File: src/ex_macros.svh
`ifndef EX_MACROS_SVH
`define EX_MACROS_SVH

// Integer datapath width
`define EX_XLEN 32

// Register file address width
// Six bits so the upper half can address extra register banks
`define EX_REG_ADDR_W 6

// Shift amount, taken from the low bits of operand B
`define EX_SHAMT_W 5

// MULH latency in cycles
// Counted from the issue cycle up to and including the result cycle
`define EX_MULH_CYCLES 3

`endif

File: src/ex_pkg.sv
`include "ex_macros.svh"

package ex_pkg;

  // ALU operators
  // The last six are branch comparisons
  typedef enum logic [3:0] {
    ALU_ADD  = 4'd0,
    ALU_SUB  = 4'd1,
    ALU_AND  = 4'd2,
    ALU_OR   = 4'd3,
    ALU_XOR  = 4'd4,
    ALU_SLL  = 4'd5,
    ALU_SRL  = 4'd6,
    ALU_SRA  = 4'd7,
    ALU_SLT  = 4'd8,
    ALU_SLTU = 4'd9,
    ALU_EQ   = 4'd10,
    ALU_NE   = 4'd11,
    ALU_LT   = 4'd12,
    ALU_GE   = 4'd13,
    ALU_LTU  = 4'd14,
    ALU_GEU  = 4'd15
  } alu_op_e;

  // Multiplier operators, low word or signed high word
  typedef enum logic {
    MUL_L = 1'b0,
    MUL_H = 1'b1
  } mul_op_e;

  // ALU request from ID, 4 + 32 + 32 bits
  typedef struct packed {
    alu_op_e              operator;
    logic [`EX_XLEN-1:0]  operand_a;
    logic [`EX_XLEN-1:0]  operand_b;
  } alu_req_t;

  // Multiplier request from ID, 1 + 32 + 32 bits
  typedef struct packed {
    mul_op_e              operator;
    logic [`EX_XLEN-1:0]  operand_a;
    logic [`EX_XLEN-1:0]  operand_b;
  } mul_req_t;

  // Register file write port, 1 + 6 + 32 bits
  typedef struct packed {
    logic                       we;
    logic [`EX_REG_ADDR_W-1:0]  waddr;
    logic [`EX_XLEN-1:0]        wdata;
  } wb_port_t;

endpackage

File: src/ex_mult.sv
`timescale 1ns/1ps
`include "ex_macros.svh"

module ex_mult (
  input  logic                 clk,
  input  logic                 rst_n,
  input  logic                 enable_i,
  input  ex_pkg::mul_req_t     mul_req_i,
  input  logic                 ex_ready_i,
  output logic [`EX_XLEN-1:0]  result_o,
  output logic                 ready_o,
  output logic                 multicycle_o
);

  localparam int unsigned CNT_W = $clog2(`EX_MULH_CYCLES);

  // MULH sequence
  typedef enum logic [1:0] {
    IDLE,
    BUSY,
    DONE
  } mulh_state_e;

  mulh_state_e                  state_q;
  mulh_state_e                  state_d;
  logic [CNT_W-1:0]             cnt_q;
  logic [CNT_W-1:0]             cnt_d;
  logic signed [2*`EX_XLEN-1:0] prod;
  logic [2*`EX_XLEN-1:0]        prod_q;
  logic                         mulh_start;

  // Full signed product, low word serves MUL directly
  assign prod = $signed(mul_req_i.operand_a) * $signed(mul_req_i.operand_b);

  // MULH issue, only accepted from idle
  assign mulh_start = enable_i && (mul_req_i.operator == ex_pkg::MUL_H) && (state_q == IDLE);

  ////////////////////
  // MULH FSM
  ////////////////////

  always_comb begin
    state_d = state_q;
    cnt_d   = cnt_q;
    case (state_q)
      IDLE: begin
        if (mulh_start) begin
          state_d = BUSY;
          // Issue cycle and done cycle are not counted here
          cnt_d   = CNT_W'(`EX_MULH_CYCLES - 2);
        end
      end
      BUSY: begin
        if (cnt_q == CNT_W'(1)) begin
          state_d = DONE;
        end else begin
          cnt_d = cnt_q - 1'b1;
        end
      end
      DONE: begin
        // Hold the high word until the stage moves on
        if (ex_ready_i) begin
          state_d = IDLE;
        end
      end
      default: state_d = IDLE;
    endcase
  end

  always_ff @(posedge clk or negedge rst_n) begin
    if (!rst_n) begin
      state_q <= IDLE;
      cnt_q   <= '0;
    end else begin
      state_q <= state_d;
      cnt_q   <= cnt_d;
    end
  end

  // Product captured at issue
  always_ff @(posedge clk) begin
    if (mulh_start) begin
      prod_q <= prod;
    end
  end

  ////////////////////
  // Outputs
  ////////////////////

  // Stall from the issue cycle through the last busy cycle
  assign multicycle_o = mulh_start || (state_q == BUSY);
  assign ready_o      = !multicycle_o;
  assign result_o     = (state_q == DONE) ? prod_q[2*`EX_XLEN-1:`EX_XLEN] : prod[`EX_XLEN-1:0];

  // ID must hold the MULH request until it retires
  property p_mulh_req_stable;
    @(posedge clk) disable iff (!rst_n)
    (state_q != IDLE) |-> $stable(mul_req_i);
  endproperty

  a_mulh_req_stable: assert property (p_mulh_req_stable)
    else $error("MULH request changed while the multiplier was busy");

endmodule

File: config.mk
export PLATFORM = sky130hd
export DESIGN_NAME = ex_mult
export DESIGN_NICKNAME = d
export VERILOG_FILES = /design/src/ex_pkg.sv /design/src/ex_mult.sv
export VERILOG_INCLUDE_DIRS = /design/src
export SDC_FILE = /design/constraint.sdc
export NUM_CORES = 2
export LEC_CHECK = 0
export BUFFER_PORTS_ARGS = -buffer_cell sky130_fd_sc_hd__buf_2
export CORE_MARGIN = 2
export CORE_UTILIZATION = 61
export DETAILED_ROUTE_END_ITERATION = 8
export PLACE_DENSITY = 0.81
export SYNTH_ARGS = -nofsm -noshare
export SYNTH_HDL_FRONTEND = slang
export SYNTH_SLANG_ARGS = --single-unit
File: constraint.sdc
create_clock -name clk -period 11.09 [get_ports clk]
set_input_delay 2.7725 -clock clk [delete_from_list [all_inputs] [get_ports clk]]
set_output_delay 2.7725 -clock clk [all_outputs]
set_load 0.1 [all_outputs]
* Word level (Yosys, flattened, before mapping)
Cells that the tools add are included.
Widths: inputs -> output; s select.
** Storage, ports and cells
- Bits of input ports :: 69
- Output and inout port bits :: 34
- Register bits :: 68
** Cells by class
- Reduce and logical (&&, ||, !) cells :: 8
- Muxes and demuxes :: 7
- $mul :: 1
- Add/sub/neg operators :: 1
- Equality and inequality tests :: 7
** Operators by type and width (number)
- $mul 32x32->64 :: 1
- $mux 32 :: 1
- $mux 2 :: 4
- $ne 2x2->1 const B :: 4
- $pmux 2 s3 :: 1
- $reduce_and 3->1 :: 2
- $eq 2x1->1 const B :: 2
- $pmux 2 s2 :: 1
- $eq 2x2->1 const B :: 1
- $logic_and 1x1->1 :: 2
- $logic_not 2->1 :: 1
- $reduce_bool 2->1 :: 1
- $sub 2x1->2 const B :: 1
- $logic_not 1->1 :: 1
- $logic_or 1x1->1 :: 1

* Logic depth before layout (Yosys ltp)
- Depth in word-level cells :: 4
- Gate-level depth with buffers :: 27
- Gate-level depth less buffers :: 26

* Least setup slack after synthesis
Ideal clock, no wire load.
- Path kind :: input to output
- Start point :: input port mul_req_i[41] (netlist name)
- End point :: output port result_o[27]
- Arrival time :: 10.876 ns
- Stages on the path :: 25
- Buffers on the path :: 1
- Path slack :: -2.558 ns
- Path through :: clkbuf_1 > nand2_1 > fa_1 > inv_1 > fa_1 > fa_1 > inv_1 > fa_1 > inv_1 > fa_1 > inv_1 > fa_1 > inv_1 > fa_1 > fa_1 > ha_1 > and4_1 > and3_1 > and3_1 > o211ai_1 > nand3_1 > a21o_1 > a21oi_1 > xor2_1 > o21ai_0
** Between the ends
- Longest elaborated chain between the ends :: 2
** Ends and longest elaborated chain
- start, declared :: line ex_mult.sv:8 : input ex_pkg::mul_req_t mul_req_i,
- $mul 32x32->64 :: line ex_mult.sv:33 : assign prod = $signed(mul_req_i.operand_a) * $signed(mul_req_i.operand_b);
- $mux 32 :: line ex_mult.sv:94 : assign result_o = (state_q == DONE) ? prod_q[2*`EX_XLEN-1:`EX_XLEN] : prod[`EX_XLEN-1:0];
- end, declared :: line ex_mult.sv:10 : output logic [`EX_XLEN-1:0] result_o,
Every way passes these cells.

* Worst setup path after layout
- Start point :: input port mul_req_i[47] (netlist name)
- End point :: output port result_o[29]
Same word-level chain as after synthesis.

==> results by group <==
CTS
  • Worst-path clk slew: 0.05 ns
  • CTS HTree Levels: 2
  • CTS tree: built
  • Clk Latency, worst-skew pair: 0.28 ns
  • CTS max path bufs: 2
  • CTS Sinks: 36
  • Num CTS Buffers: 5
  • Clock root buffer: clkbuf_16
  • Hold-fix buffers, CTS: 0

Hold path
  • Hold Path Class: register to register
  • Hold path depth: 1
  • WHS Endpoint: cnt_q[0]$_DFFE_PN0P_
  • Worst Hold Launch: cnt_q[0]$_DFFE_PN0P_

Timing
  • Fin Setup TNS: -14.44 ns
  • Period utilisation layout: 110%
  • Slew @ Worst Pin: 0.910 ns
  • Worst Setup Slack, final: -1.08 ns
  • Slew Viols, Final: 0
  • Setup violators final: 22
  • RSZ-0062 raised after global routing: yes
  • Fmax: 82.2 MHz
  • Slew HR: 39.3%
  • Tmin final: 12.17 ns
  • Final Hold Viols: 0
  • Clock skew: 0.00484 ns

Routing
  • Pre-antenna DRT Iters: 6
  • Via count: 28,576
  • Wirelength per Cell: 20.7 um
  • # DRC: 0
  • Vias/cell: 5.71
  • Detailed Route WL: 103,000 um
  • Antenna Nets Post-Route: 0
  • Initial DRC count: 1,933

Final layout
  • Fillers: 3,968
  • Finished Core Util: 71.3%
  • Area Growth Syn to Fin: 15.1%
  • Share of layout cells above drive strength 1: 15.9%
  • Total Nets Final: 5,560

Critical path
  • R2r endpoint: state_q[1]$_DFFE_PN0P_
  • CP startpoint kind: input pin
  • Worst R2R Start: state_q[0]$_DFFE_PN0P_
  • Crit Path Category: input pin to output pin
  • Reg2Reg Setup Slack: 9.55 ns
  • Reg2reg path depth: 2
  • CP Data Arrival Time: 9.39 ns
  • Crit path capture type: output pin
  • Critical Path RT: 8.32 ns
  • Worst Path Max Fanout: 11

Place
  • Hpwl dp: 85,100 um
  • PortBufs: 102
  • GP Congestion: 0.959
  • Pre-CTS setup slack: -1.13 ns

GRT
  • Vias in the first global route: 32,110
  • First-pass GRT wire length: 165,000 um
  • Pin count of the biggest net entering global routing: 36
  • Initial antenna violation count: 6
  • GR Overflow Total: 0
  • Gr usage total: 33.3%

Floorplan
  • Ports: 103
  • Row Count: 90
  • Full die area: 63,500 sq um
  • Die height: 252 um
  • Initial Utilization: 62.0%
  • Die Wd: 252 um
  • Core area: 60,600 sq um

Logic synthesis
  • Unique masters post-synth: 58
  • Synth Warn #: 0
  • Synth async-reset ratio: 11.1%
  • Post-synth top cells: fa_1 (1,082), inv_1 (954), nand2_1 (557)
  • Synth Area per Inst: 9.41 sq um
  • Post-synthesis sequential area ratio: 2.83%
  • Cell count after synthesis: 3,987
  • EDFF count, synth: 32
  • Post-synth top flop: edfxtp_1
  • Synth area leaders: fa_1 (58%), inv_1 (9.5%), and2_1 (8.5%), ha_1 (6.2%), nand2_1 (5.6%)
  • Post-synth net total: 5,323
  • Count leader, synth: fa_1
  • Mapped cell area: 37,500 sq um
  • Flops & latches, synth: 36
  • Yosys top cell area share: 57.7%
  • Leading area contributor after synthesis: fa_1

Flow run
  • Max-cap viol count: 0

Outcome
  • Failing checks: setup timing
  • Outcome: complete, but fails checks
==> registers in the layout, indices dropped and copies added, names as in the netlist <==
register / flops
state_q: 2
prod_q: 32
cnt_q: 2
==> cells in the final DEF, fill, tap and decap left out, types with 8 or more instances in the layout <==
master	instances
a21o_1	40
a21oi_1	40
a21oi_2	15
a21oi_4	16
and2_1	488
and2_4	25
buf_12	43
buf_2	43
buf_4	288
buf_6	43
buf_8	19
edfxtp_1	32
fa_1	1042
fa_2	40
ha_1	166
ha_4	19
inv_1	938
inv_2	16
nand2_1	540
nand2_2	9
nand2_4	8
nand2b_1	14
nand3_1	17
nor2_1	70
o21ai_0	21
o21ai_2	9
o21ai_4	12
o21bai_1	8
xnor2_1	32
xor2_1	20
xor2_2	8
==> metrics by stage <==
| step | cell area (sq um) | std cells | hold WS, ns |
|---|---|---|---|
| 2_1_floorplan | 38200 | 3987 | 0.493 |
| 3_3_place_gp | 41400 | 4953 | 0.514 |
| 3_5_place_dp | 41400 | 4953 | 0.545 |
| 4_1_cts | 42700 | 5004 | 0.553 |
| 5_1_grt | 43200 | 5006 | 0.581 |
| 6_report | 43200 | 5007 | 0.540 |
==> repair_timing <==
| item | in CTS | in global routing |
|---|---|---|
| setup endpoints to repair | 21 | 33 |
| buffers inserted | 48 | 18 |
| hold endpoints to repair | 0 | 0 |
| cloned | 1 | 1 |
| resized for setup | 217 | 112 |
| pin swaps | 113 | 97 |
==> logic make-up (layout without fill, tap and decap cells) <==
family | Yosys count | count (layout) | synth area share, %
fa+ha+maj | 1267 | 1267 | 63.9
xor+xnor | 70 | 70 | 1.63
other cells | 0 | 1 | 0
simple gates | 1221 | 1221 | 16.1
flops | 36 | 36 | 2.83
mux | 2 | 2 | 0.0567
buf+inv | 1165 | 1402 | 11.6
compound gates | 226 | 226 | 3.83
==> layout make-up <==
type,count,area (sq um),share of cell area (%)
diodes,1,2.50,0.00579
clock inverters,1,5.00,0.0116
well taps,782,978,2.26
inverters,955,3580,8.30
flip-flops and latches,36,1060,2.46
multi-input cells,2786,33400,77.2
clock buffers,6,129,0.298
repair buffers,440,4080,9.44
==> critical path, stage by stage <==
cell and delay [ns]:
buf_6 0.15, buf_4 0.13, nand2_1 0.06, fa_1 0.45, fa_1 0.54, fa_1 0.47, fa_1 0.56, inv_1 0.05
fa_1 0.49, fa_1 0.56, fa_1 0.45, fa_1 0.58, ha_4 0.24, and4_4 0.19, and3_4 0.16, and3_4 0.16
o211ai_1 0.17, nand3_2 0.21, buf_4 0.20, buf_6 0.11, a21boi_4 0.13, xor2_2 0.26, o21ai_4 0.09, buf_12 0.18
==> worst max path at each step <==
stage | from | end | slack [ns] | cells after the start
5_1_grt | mul_req_i[46] | result_o[27] | -1.19 | 25
2_1_floorplan | mul_req_i[43] | result_o[27] | -0.77 | 24
3_5_place_dp | mul_req_i[3] | result_o[27] | -1.13 | 24
4_1_cts | mul_req_i[46] | result_o[31] | -0.83 | 23
3_3_place_gp | mul_req_i[3] | result_o[27] | -1.02 | 24
6_report | mul_req_i[47] | result_o[29] | -1.08 | 24
==> routing by layer <==
| metal | vias up | GRT usage (%) | routed length (um) |
|---|---|---|---|
| li1 | 11884 | - | - |
| met1 | 14760 | 40.7 | 35700 |
| met2 | 1440 | 58.3 | 53200 |
| met3 | 482 | 5.11 | 8230 |
| met4 | 10 | 15.5 | 6300 |
| met5 | - | 0 | 65 |
Power is not shown: default switching activity piles up to over one toggle a cycle in this logic, so the estimate is an artifact.
