## config.mk

```make
export PLATFORM = sky130hd
export DESIGN_NAME = ex_wb_reg
export DESIGN_NICKNAME = d
export VERILOG_FILES = /design/src/ex_pkg.sv /design/src/ex_wb_reg.sv
export VERILOG_INCLUDE_DIRS = /design/src
export SDC_FILE = /design/constraint.sdc
export NUM_CORES = 1
export LEC_CHECK = 0
export ABC_AREA = 1
export BUFFER_PORTS_ARGS = -buffer_cell sky130_fd_sc_hd__buf_2
export CAP_MARGIN = 10
export CELL_PAD_IN_SITES_DETAIL_PLACEMENT = 1
export CELL_PAD_IN_SITES_GLOBAL_PLACEMENT = 2
export CORE_MARGIN = 2
export CORE_UTILIZATION = 11
export CTS_CLUSTER_DIAMETER = 120
export DETAILED_ROUTE_END_ITERATION = 10
export PLACE_DENSITY_LB_ADDON = 0.05
export SYNTH_ARGS = -nofsm -noshare
export SYNTH_HDL_FRONTEND = slang
export SYNTH_SLANG_ARGS = --single-unit
```

## constraint.sdc

```tcl
create_clock -name clk -period 0.85 [get_ports clk]
set_input_delay 0.2125 -clock clk [delete_from_list [all_inputs] [get_ports clk]]
set_output_delay 0.2125 -clock clk [all_outputs]
set_load 0.02 [all_outputs]
```

## src/ex_macros.svh

```systemverilog
`ifndef EX_MACROS_SVH
`define EX_MACROS_SVH

// Integer datapath width
`define EX_XLEN 32

// Register file address width
// Six bits so the upper half can address extra register banks
`define EX_REG_ADDR_W 6

// Shift amount, taken from the low bits of operand B
`define EX_SHAMT_W 5

// MULH latency in cycles
// Counted from the issue cycle up to and including the result cycle
`define EX_MULH_CYCLES 3

`endif

```

## src/ex_pkg.sv

```systemverilog
`include "ex_macros.svh"

package ex_pkg;

  // ALU operators
  // The last six are branch comparisons
  typedef enum logic [3:0] {
    ALU_ADD  = 4'd0,
    ALU_SUB  = 4'd1,
    ALU_AND  = 4'd2,
    ALU_OR   = 4'd3,
    ALU_XOR  = 4'd4,
    ALU_SLL  = 4'd5,
    ALU_SRL  = 4'd6,
    ALU_SRA  = 4'd7,
    ALU_SLT  = 4'd8,
    ALU_SLTU = 4'd9,
    ALU_EQ   = 4'd10,
    ALU_NE   = 4'd11,
    ALU_LT   = 4'd12,
    ALU_GE   = 4'd13,
    ALU_LTU  = 4'd14,
    ALU_GEU  = 4'd15
  } alu_op_e;

  // Multiplier operators, low word or signed high word
  typedef enum logic {
    MUL_L = 1'b0,
    MUL_H = 1'b1
  } mul_op_e;

  // ALU request from ID, 4 + 32 + 32 bits
  typedef struct packed {
    alu_op_e              operator;
    logic [`EX_XLEN-1:0]  operand_a;
    logic [`EX_XLEN-1:0]  operand_b;
  } alu_req_t;

  // Multiplier request from ID, 1 + 32 + 32 bits
  typedef struct packed {
    mul_op_e              operator;
    logic [`EX_XLEN-1:0]  operand_a;
    logic [`EX_XLEN-1:0]  operand_b;
  } mul_req_t;

  // Register file write port, 1 + 6 + 32 bits
  typedef struct packed {
    logic                       we;
    logic [`EX_REG_ADDR_W-1:0]  waddr;
    logic [`EX_XLEN-1:0]        wdata;
  } wb_port_t;

endpackage

```

## src/ex_wb_reg.sv

```systemverilog
`timescale 1ns/1ps
`include "ex_macros.svh"

module ex_wb_reg (
  input  logic                       clk,
  input  logic                       rst_n,
  input  logic                       ex_valid_i,
  input  logic                       wb_ready_i,
  input  logic                       regfile_we_i,
  input  logic [`EX_REG_ADDR_W-1:0]  regfile_waddr_i,
  input  logic                       lsu_err_i,
  input  logic [`EX_XLEN-1:0]        lsu_rdata_i,
  output ex_pkg::wb_port_t           wb_port_o
);

  logic                       we_q;
  logic [`EX_REG_ADDR_W-1:0]  waddr_q;
  logic                       load_we;

  // Errored load must not reach the register file
  assign load_we = regfile_we_i && !lsu_err_i;

  ////////////////////
  // EX/WB register
  ////////////////////

  always_ff @(posedge clk or negedge rst_n) begin
    if (!rst_n) begin
      we_q <= 1'b0;
    end else if (ex_valid_i) begin
      // wb_ready is already folded into valid
      we_q <= load_we;
    end else if (wb_ready_i) begin
      // Bubble, flush the previous write
      we_q <= 1'b0;
    end
  end

  // Address only follows an instruction that will write
  always_ff @(posedge clk) begin
    if (ex_valid_i && load_we) begin
      waddr_q <= regfile_waddr_i;
    end
  end

  assign wb_port_o.we    = we_q;
  assign wb_port_o.waddr = waddr_q;
  // Load data arrives in the WB cycle itself
  assign wb_port_o.wdata = lsu_rdata_i;

  a_we_known: assert property (@(posedge clk) disable iff (!rst_n) !$isunknown(we_q))
    else $error("Load port write enable is unknown");

endmodule

```

Word level (Yosys, flattened, before mapping) --
Index checks and enable logic that the tools add are counted.
Word-level totals: flip-flop bits (word level) 7, bits of input ports 44, output and inout bits 39, word-level logic and storage cells 8
Operators by class: muxes and demuxes 2, reductions and logical operators 4
Operators by type and width (count):
- $logic_and A1 B1 Y1 | 2
- $mux W1 | 2
- $reduce_bool A2 Y1 | 1
- $logic_not A1 Y1 | 1

Depth between registers and ports, before layout --
Gate-level depths: netlist of the first run.
word-level depth 3, depth in mapped cells 3, depth with buffers taken out 3

Least setup slack after synthesis of the first run --
OpenSTA, ideal clock, no wires.
path kind input to register, from in lsu_err_i, to reg waddr_q[0], enable pin, library setup time 0.314 ns, arrival time 0.464 ns, data required time 0.536 ns, path slack 0.072 ns, stages on the path 3, path buffers 0, cells stage by stage inv_1 nand3_1 inv_1
Between the ends: longest elaborated chain between the ends 3
Ends and longest elaborated chain:
- from (decl) | line ex_wb_reg.sv:11 | input logic lsu_err_i,
- $logic_not A1 Y1 | line ex_wb_reg.sv:21 | assign load_we = regfile_we_i && !lsu_err_i;
- $logic_and A1 B1 Y1 | line ex_wb_reg.sv:21
- $logic_and A1 B1 Y1 | line ex_wb_reg.sv:41 | if (ex_valid_i && load_we) begin
- to (signal assigned) | line ex_wb_reg.sv:42 | waddr_q <= regfile_waddr_i;
- to (decl) | line ex_wb_reg.sv:17 | logic [`EX_REG_ADDR_W-1:0] waddr_q;
Every way passes these cells. A chain may end at the register's enable or synchronous reset.

Worst setup path in the final report of the first run --
from reg waddr_q[3], to out wb_port_o[35] in the netlist's numbering
RTL lines:
- to (decl) | line ex_wb_reg.sv:13 | output ex_pkg::wb_port_t wb_port_o
No word-level cell between the ends.

==> impl_metrics.ini, run 1 <==
[status]
status = finished, violations left
violations = negative setup slack

[floorplan]
start_util = 0.117
core_um2 = 4090
dieArea_um2 = 4880
io_pins = 83
rows = 23
die_h_um = 69.8
fp.dieW_um = 69.8

[clock_network]
cts-root-buf = clkbuf_8
clk_pin_slew_worst_paths_ns = 0.04
cts_max_level = 1
clockBufferDepth = 2
clk_latency_ns = 0.22
numCtsBuffers = 3
clkSinkCount = 7
tritoncts = yes

[pwr]
p_clk_frac = 0.473
total_power_uw = 957
vdd_drop_max_v = 0.000257
seqPwrFrac = 0.419
p_sw_uw = 182
swShare = 0.190
p_leak_uw = 0.000221
power_density_nw_per_um2 = 1920
p_int_uw = 775
p_comb_frac = 0.108

[timing]
min_period_ns = 0.969
rsz0062_at_grt = yes
skew_ns = 0
setup_viol_count_final = 7
finalSetupTns_ns = -0.720
report.final.slew_viol_count = 0
period_share = 1.14
fin_ws_ns = -0.119
timing.hold.ws_ns = 0.165
finalHoldViolCount = 0
max_freq_ghz = 1.03
tightest_slew_ns = 0.238
relSlewSlack = 0.841

[final_layout]
finalNonFillerCells = 90
layout_common_cells = buf_2 (13), edfxtp_1 (6), buf_6 (5), buf_4 (4), clkbuf_8 (3)
nFillCells = 488
nets = 85
area_growth_pct = 4.46
drive_above_1_share = 0.625
insertedDiodeCount = 0
final_common_cell = buf_2

[placed_design]
gp_congestion = 0.589
post-place-ws_ns = -0.129
io_buffer_count = 18
dp_cells = 83

[global_route]
antenna_found_initial = 0
grt_pass1_wl_um = 1600
grt_pass1_vias = 265
grt_max_degree = 7
track_usage = 0.0471
grt-ovfl-total = 0

[worst_hold_path]
whs_path_depth = 1
min_from = regfile_waddr_i[3]
hold_class = input port to flop

[critical_path]
rr_worst_depth = 4
slowest_delay_ns = 0.39
critical_path_class = flop to primary output
arrival_ns = 0.76
required_ns = 0.64
critical-path-top-delay-family = flip-flops
r2r_end = we_q
startpoint = waddr_q[3]
cp-start-kind = flop
path_depth = 1
cpMaxStageDelayCell = edfxtp_1
timing.rr.start = we_q
worst-path-buf-inv = 1
crit_chain = buf_6
crit_fanout = 1
cp-endpoint = wb_port_o[35]
regToRegSetupSlack_ns = 0.02
endpoint_kind = primary output

[yosys]
yosys-top-cells-area = buf_4 (52%), edfxtp_1 (38%), dfrtp_1 (5.2%), inv_1 (1.6%), nand2_1 (1.6%)
syn_nets = 90
synthCells = 46
synth_top_area_frac = 0.520
ys_types = 7
synth_seq_cells = 7
syn-cell-area_um2 = 477
yosysTopAreaCell = buf_4
ys_warn_count = 0
seq_area_frac_synth = 0.430
synth_area_per_cell_um2 = 10.4

[route]
vias = 239
drtPass1Iterations = 2
wirelength_um = 1070
viasPerCell = 2.66
routedWlPerCell_um = 11.9
drc = 0
final_antenna_net_count = 0
dr.first_iter.drc_count = 3

[run]
maxCapViolations = 0
-- synthesized netlist by cell type --
cell type  number
buf_4          33
dfrtp_1         1
edfxtp_1        6
inv_1           2
nand2_1         2
nand3_1         1
nor2_1          1
-- stage by stage --
| stage | util | area [um^2] |
|---|---|---|
| 5_1_grt | 0.122 | 498 |
| 3_3_place_gp | 0.0971 | 397 |
| 6_report | 0.122 | 498 |
| 3_5_place_dp | 0.0971 | 397 |
| 4_1_cts | 0.118 | 484 |
| 2_1_floorplan | - | 477 |
-- layer usage --
metal,wire (um),vias up,share of wire,track usage
li1,-,97,-,-
met1,405,103,0.38,0.0456
met2,409,31,0.38,0.0550
met3,211,8,0.20,0.0480
met4,44,0,0.041,0.0427
met5,0,-,0,0
-- sequential cells by signal (all words and copies together), names as in the netlist --
| register | flops |
|---|---|
| waddr_q | 6 |
| we_q | 1 |
-- cells by family (layout without fill, tap and decap cells) --
kind of cell | after synthesis | after routing | share of synthesized area
flip-flops | 7 | 7 | 0.430
buffers and inverters | 35 | 29 | 0.535
AND/OR/NAND/NOR | 4 | 4 | 0.0341
-- final cells by class --
class,count,area (um^2),area share
inverter,2,7.51,0.0151
clock buffer,4,45.0,0.0905
multi-input combinational,4,16.3,0.0327
sequential,7,205,0.412
timing repair buffer,23,161,0.324
tap,50,62.6,0.126
-- power groups by stage --
stage	combinational, uW	sequential (uW)	clock (uW)
2_1_floorplan	235	421	0
3_3_place_gp	82.0	405	0
3_5_place_dp	80.8	404	0
4_1_cts	99.3	401	468
5_1_grt	112	402	496
6_report	103	401	452
-- worst min path at each step --
stage,slack (ns),to
after floorplan,-0.08,we_q
after global placement,-0.009,we_q
after detailed placement,-0.01,we_q
after CTS,0.16,waddr_q[3]
after global routing,0.16,waddr_q[3]
final,0.17,waddr_q[3]
-- what timing repair did --
item	CTS	global route
endpoints found under the setup margin	7	7
setup buffers	1	1
hold buffers	1	0
gates resized for setup	8	2
hold endpoints to repair	1	0
gates cloned	0	0
Note: power is estimated with default switching activity, not from simulation.
==> inputs of run 2 (changes only) <==
==> constraint.sdc (replaced) <==
create_clock -name clk -period 0.95 [get_ports clk]
set_input_delay 0.2375 -clock clk [delete_from_list [all_inputs] [get_ports clk]]
set_output_delay 0.2375 -clock clk [all_outputs]
set_load 0.02 [all_outputs]
==> run 2 against run 1 <==
The flow still finishes with violations (negative setup slack). Die area unchanged. First-iteration DRC count increased by 100%. Non-clock buffer count decreased by 2. Critical path depth unchanged. Cell count decreased by 2.2%. Register-to-register slack improved by 0.22 ns.
==> impl_metrics.ini, run 2 (same netlist as run 1, synthesis figures left out) <==
[placed_design]
io_buffer_count = 18
gp_congestion = 0.591
post-place-ws_ns = -0.0605
dpl_cell_area_um2 = 389

[final_layout]
largest_reg_flops = 6
layout_common_cells = buf_2 (11), buf_6 (7), edfxtp_1 (6), clkbuf_8 (3)
area_growth_pct = 3.94
final_common_cell = buf_2
nFillCells = 484
fin_util = 0.121
nets = 83
insertedDiodeCount = 0
fin_area_um2 = 495
reg_top3 = waddr_q x6, we_q x1
drive_above_1_share = 0.605
max_flop_register = waddr_q

[pwr]
vdd_drop_max_v = 0.000395
p_leak_uw = 0.000215
power_density_nw_per_um2 = 1750
total_power_uw = 868

[critical_path]
slowest_delay_ns = 0.39
worst-path-buf-inv = 1
arrival_ns = 0.76
crit_fanout = 1
required_ns = 0.71
critical-path-top-delay-family = flip-flops
cpMaxStageDelayCell = edfxtp_1
cp-start-kind = flop
endpoint_kind = primary output
critical_path_class = flop to primary output
crit_chain = buf_6

[global_route]
grt-ovfl-total = 0
track_usage = 0.0480
grt_max_degree = 7
grt_pass1_wl_um = 1680
grt_pass1_vias = 270
antenna_found_initial = 0

[clock_network]
cts-root-buf = clkbuf_8
cts_max_level = 1
clk_pin_slew_worst_paths_ns = 0.04
clkSinkCount = 7
clk_latency_ns = 0.22
tritoncts = yes
numCtsBuffers = 3
clockBufferDepth = 2

[timing]
period_share = 1.05
min_period_ns = 0.999
fin_ws_ns = -0.0490
max_freq_ghz = 1.00
finalHoldViolCount = 0
rsz0062_at_grt = yes
setup_viol_count_final = 7
report.final.slew_viol_count = 0
relSlewSlack = 0.837
skew_ns = 0
tightest_slew_ns = 0.245

[floorplan]
die_h_um = 69.8
dieArea_um2 = 4880
io_pins = 83
fp.dieW_um = 69.8
start_util = 0.117
core_um2 = 4090
rows = 23

[status]
violations = negative setup slack
status = finished, violations left

[route]
wirelength_um = 1090
vias = 237
routedWlPerCell_um = 12.3
final_antenna_net_count = 0
drtPass1Iterations = 2
viasPerCell = 2.69
dr.first_iter.drc_count = 6
drc = 0

[run]
maxCapViolations = 0

[worst_hold_path]
hold_class = input port to flop
run 2: final timing paths:
kind / from / endpoint / slack (ns) / cells after the start
max: waddr_q[5] / wb_port_o[37] / -0.05 / 1
min: regfile_waddr_i[3] / waddr_q[3] / 0.19 / 1
max reg2reg: we_q / we_q / 0.24 / 3
min reg2reg: we_q / we_q / 0.58 / 3
max in group asynchronous: rst_n / we_q / 0.54 / 2
min in group asynchronous: rst_n / we_q / 0.32 / 2
run 2: metal layers:
layer | global-route usage | vias to the layer above | share of wire
li1 | - | 93 | -
met1 | 0.0525 | 105 | 0.40
met2 | 0.0550 | 31 | 0.35
met3 | 0.0451 | 8 | 0.21
met4 | 0.0363 | 0 | 0.040
met5 | 0 | - | 0
run 2: cell type report:
class	instances	area, um^2	share of cell area
Timing Repair Buffer	21	159	0.321
Inverter	2	7.51	0.0152
Tap cell	50	62.6	0.126
Sequential cell	7	205	0.414
Clock buffer	4	45.0	0.0909
Multi-Input combinational cell	4	16.3	0.0328
run 2: repair_timing:
| action | CTS | global route |
|---|---|---|
| setup endpoints to repair | 7 | 7 |
| resized for setup | 6 | 8 |
| endpoints found under the hold margin | 1 | 0 |
| buffers inserted | 0 | 1 |
| hold buffers | 1 | 0 |
run 2: report_power, final:
part	switching (uW)	total [uW]	internal [uW]
Sequential	7.35	360	352
Clock	127	417	290
Combinational	39.7	90.3	50.6
Total	174	868	693
run 2: stage by stage:
step           TNS (ns)  hold slack [ns]  std cells
4_1_cts          -0.324            0.184         87
6_report         -0.240            0.189         88
2_1_floorplan         0          -0.0581         46
3_3_place_gp     -0.253           0.0153         82
3_5_place_dp     -0.362           0.0169         82
5_1_grt          -0.408            0.182         88
==> inputs of run 3 (changes only) <==
--- a/config.mk
+++ b/config.mk
@@ -13,6 +13,7 @@
 export CELL_PAD_IN_SITES_GLOBAL_PLACEMENT = 2
 export CORE_MARGIN = 2
 export CORE_UTILIZATION = 11
+export CTS_BUF_LIST = sky130_fd_sc_hd__clkbuf_16
 export CTS_CLUSTER_DIAMETER = 120
 export DETAILED_ROUTE_END_ITERATION = 10
 export PLACE_DENSITY_LB_ADDON = 0.05
==> run 3 against run 2 <==
The flow still finishes with violations (negative setup slack). Via count rose by 0.84%. Register-to-register slack hardly changed. Worst setup slack got worse by 0.0024 ns. Clock skew stayed put. Largest cell class unchanged. Global-route usage about the same. First-iteration DRC count fell by 100%. Highest routed layer unchanged. Critical path type unchanged. Routed wire length grew 2.5%. Critical path depth unchanged.
==> impl_metrics.ini, run 3 (same netlist as run 1, synthesis figures left out) <==
[timing]
skew_ns = 0
finalSetupTns_ns = -0.267
max_freq_ghz = 0.999
min_period_ns = 1.00
rsz0062_at_grt = yes
timing.hold.ws_ns = 0.185
finalHoldViolCount = 0
fin_ws_ns = -0.0514
setup_viol_count_final = 7
report.final.slew_viol_count = 0
period_share = 1.05
tightest_slew_ns = 0.246
relSlewSlack = 0.836

[critical_path]
rr_worst_depth = 3
critical-path-top-delay-family = flip-flops
crit_chain = buf_6
timing.rr.start = we_q
endpoint_kind = primary output
required_ns = 0.71
arrival_ns = 0.76
cpMaxStageDelayCell = edfxtp_1
worst-path-buf-inv = 1
critical_path_class = flop to primary output
slowest_delay_ns = 0.38
path_depth = 1
cp-endpoint = wb_port_o[36]
crit_fanout = 1
r2r_end = we_q
startpoint = waddr_q[4]
cp-start-kind = flop
regToRegSetupSlack_ns = 0.24

[floorplan]
rows = 23
start_util = 0.117
die_h_um = 69.8
fp.dieW_um = 69.8
io_pins = 83
core_um2 = 4090
dieArea_um2 = 4880

[final_layout]
area_growth_pct = 11.0
max_flop_register = waddr_q
drive_above_1_share = 0.605
layout_common_cells = buf_2 (11), buf_6 (7), edfxtp_1 (6), inv_1 (3), clkbuf_16 (3)
insertedDiodeCount = 0
final_common_cell = buf_2
nets = 83
largest_reg_flops = 6
reg_top3 = waddr_q x6, we_q x1
fin_area_um2 = 529
fin_util = 0.130

[global_route]
grt-ovfl-total = 0
track_usage = 0.0477
antenna_found_initial = 0
grt_pass1_vias = 273
grt_pass1_wl_um = 1660
grt_max_degree = 7

[clock_network]
tritoncts = yes
cts_max_level = 1
clk_pin_slew_worst_paths_ns = 0.04
clkSinkCount = 7
numCtsBuffers = 3
cts-root-buf = clkbuf_16
clockBufferDepth = 2
clk_latency_ns = 0.23

[pwr]
p_int_uw = 951
vdd_drop_max_v = 0.000415
p_clk_frac = 0.610
power_density_nw_per_um2 = 2190
p_comb_frac = 0.078
p_sw_uw = 206
p_leak_uw = 0.000235
seqPwrFrac = 0.311
swShare = 0.178

[route]
drc = 0
wirelength_um = 1110
viasPerCell = 2.72
drtPass1Iterations = 1
routedWlPerCell_um = 12.6
vias = 239
dr.first_iter.drc_count = 0
final_antenna_net_count = 0

[placed_design]
gp_congestion = 0.591
io_buffer_count = 18
dpl_cell_area_um2 = 389

[status]
status = finished, violations left
violations = negative setup slack

[worst_hold_path]
hold_class = input port to flop

[run]
maxCapViolations = 0
==> run 3: changes by cell type in the layout (fill, tap and decap cells not counted) <==
cell / before / now
clkbuf_8: 3 / 0
clkbuf_1: 1 / 0
inv_1: 2 / 3
clkbuf_16: 0 / 3
==> run 3: area by class of cell <==
class / instances / area (um^2)
clock buffer: 3 / 75.1
clock inverter: 1 / 3.75
fill: 478 / 3560
inverter: 2 / 7.51
multi-input combinational: 4 / 16.3
sequential: 7 / 205
tap: 50 / 62.6
timing repair buffer: 21 / 159
==> run 3: power groups by stage <==
| stage | clock [uW] | sequential [uW] | combinational [uW] |
|---|---|---|---|
| 2_1_floorplan | 0 | 377 | 210 |
| 3_3_place_gp | 0 | 362 | 70.2 |
| 3_5_place_dp | 0 | 361 | 70.6 |
| 4_1_cts | 721 | 359 | 81.2 |
| 5_1_grt | 733 | 361 | 98.4 |
| 6_report | 706 | 360 | 90.6 |
==> run 3: worst min-delay path by stage <==
stage | start | endpoint | slack [ns] | cells after the start
global placement | rst_n | we_q | 0.02 | 1
finish | regfile_waddr_i[3] | waddr_q[3] | 0.18 | 1
detailed placement | rst_n | we_q | 0.02 | 1
CTS | regfile_waddr_i[3] | waddr_q[3] | 0.18 | 1
floorplan | rst_n | we_q | -0.06 | 0
global route | regfile_waddr_i[3] | waddr_q[3] | 0.19 | 1
==> run 3: routing by layer <==
| layer | GRT usage | share of wire |
|---|---|---|
| met5 | 0 | 0 |
| met4 | 0.0363 | 0.025 |
| met3 | 0.0451 | 0.20 |
| met2 | 0.0550 | 0.36 |
| met1 | 0.0516 | 0.42 |
==> run 3: timing repair <==
| action | 4_1_cts | 5_1_grt |
|---|---|---|
| buffers inserted | 0 | 1 |
| endpoints found under the setup margin | 7 | 7 |
| endpoints found under the hold margin | 1 | 0 |
| hold buffers | 1 | 0 |
| resized for setup | 6 | 8 |
==> run 3: per-stage QoR <==
step	worst slack, ns	cells	power (uW)
global placement	-0.0422	82	432
floorplan	0.147	46	587
global route	-0.0744	88	1190
CTS	-0.0655	87	1160
detailed placement	-0.0605	82	432
finish	-0.0514	88	1160
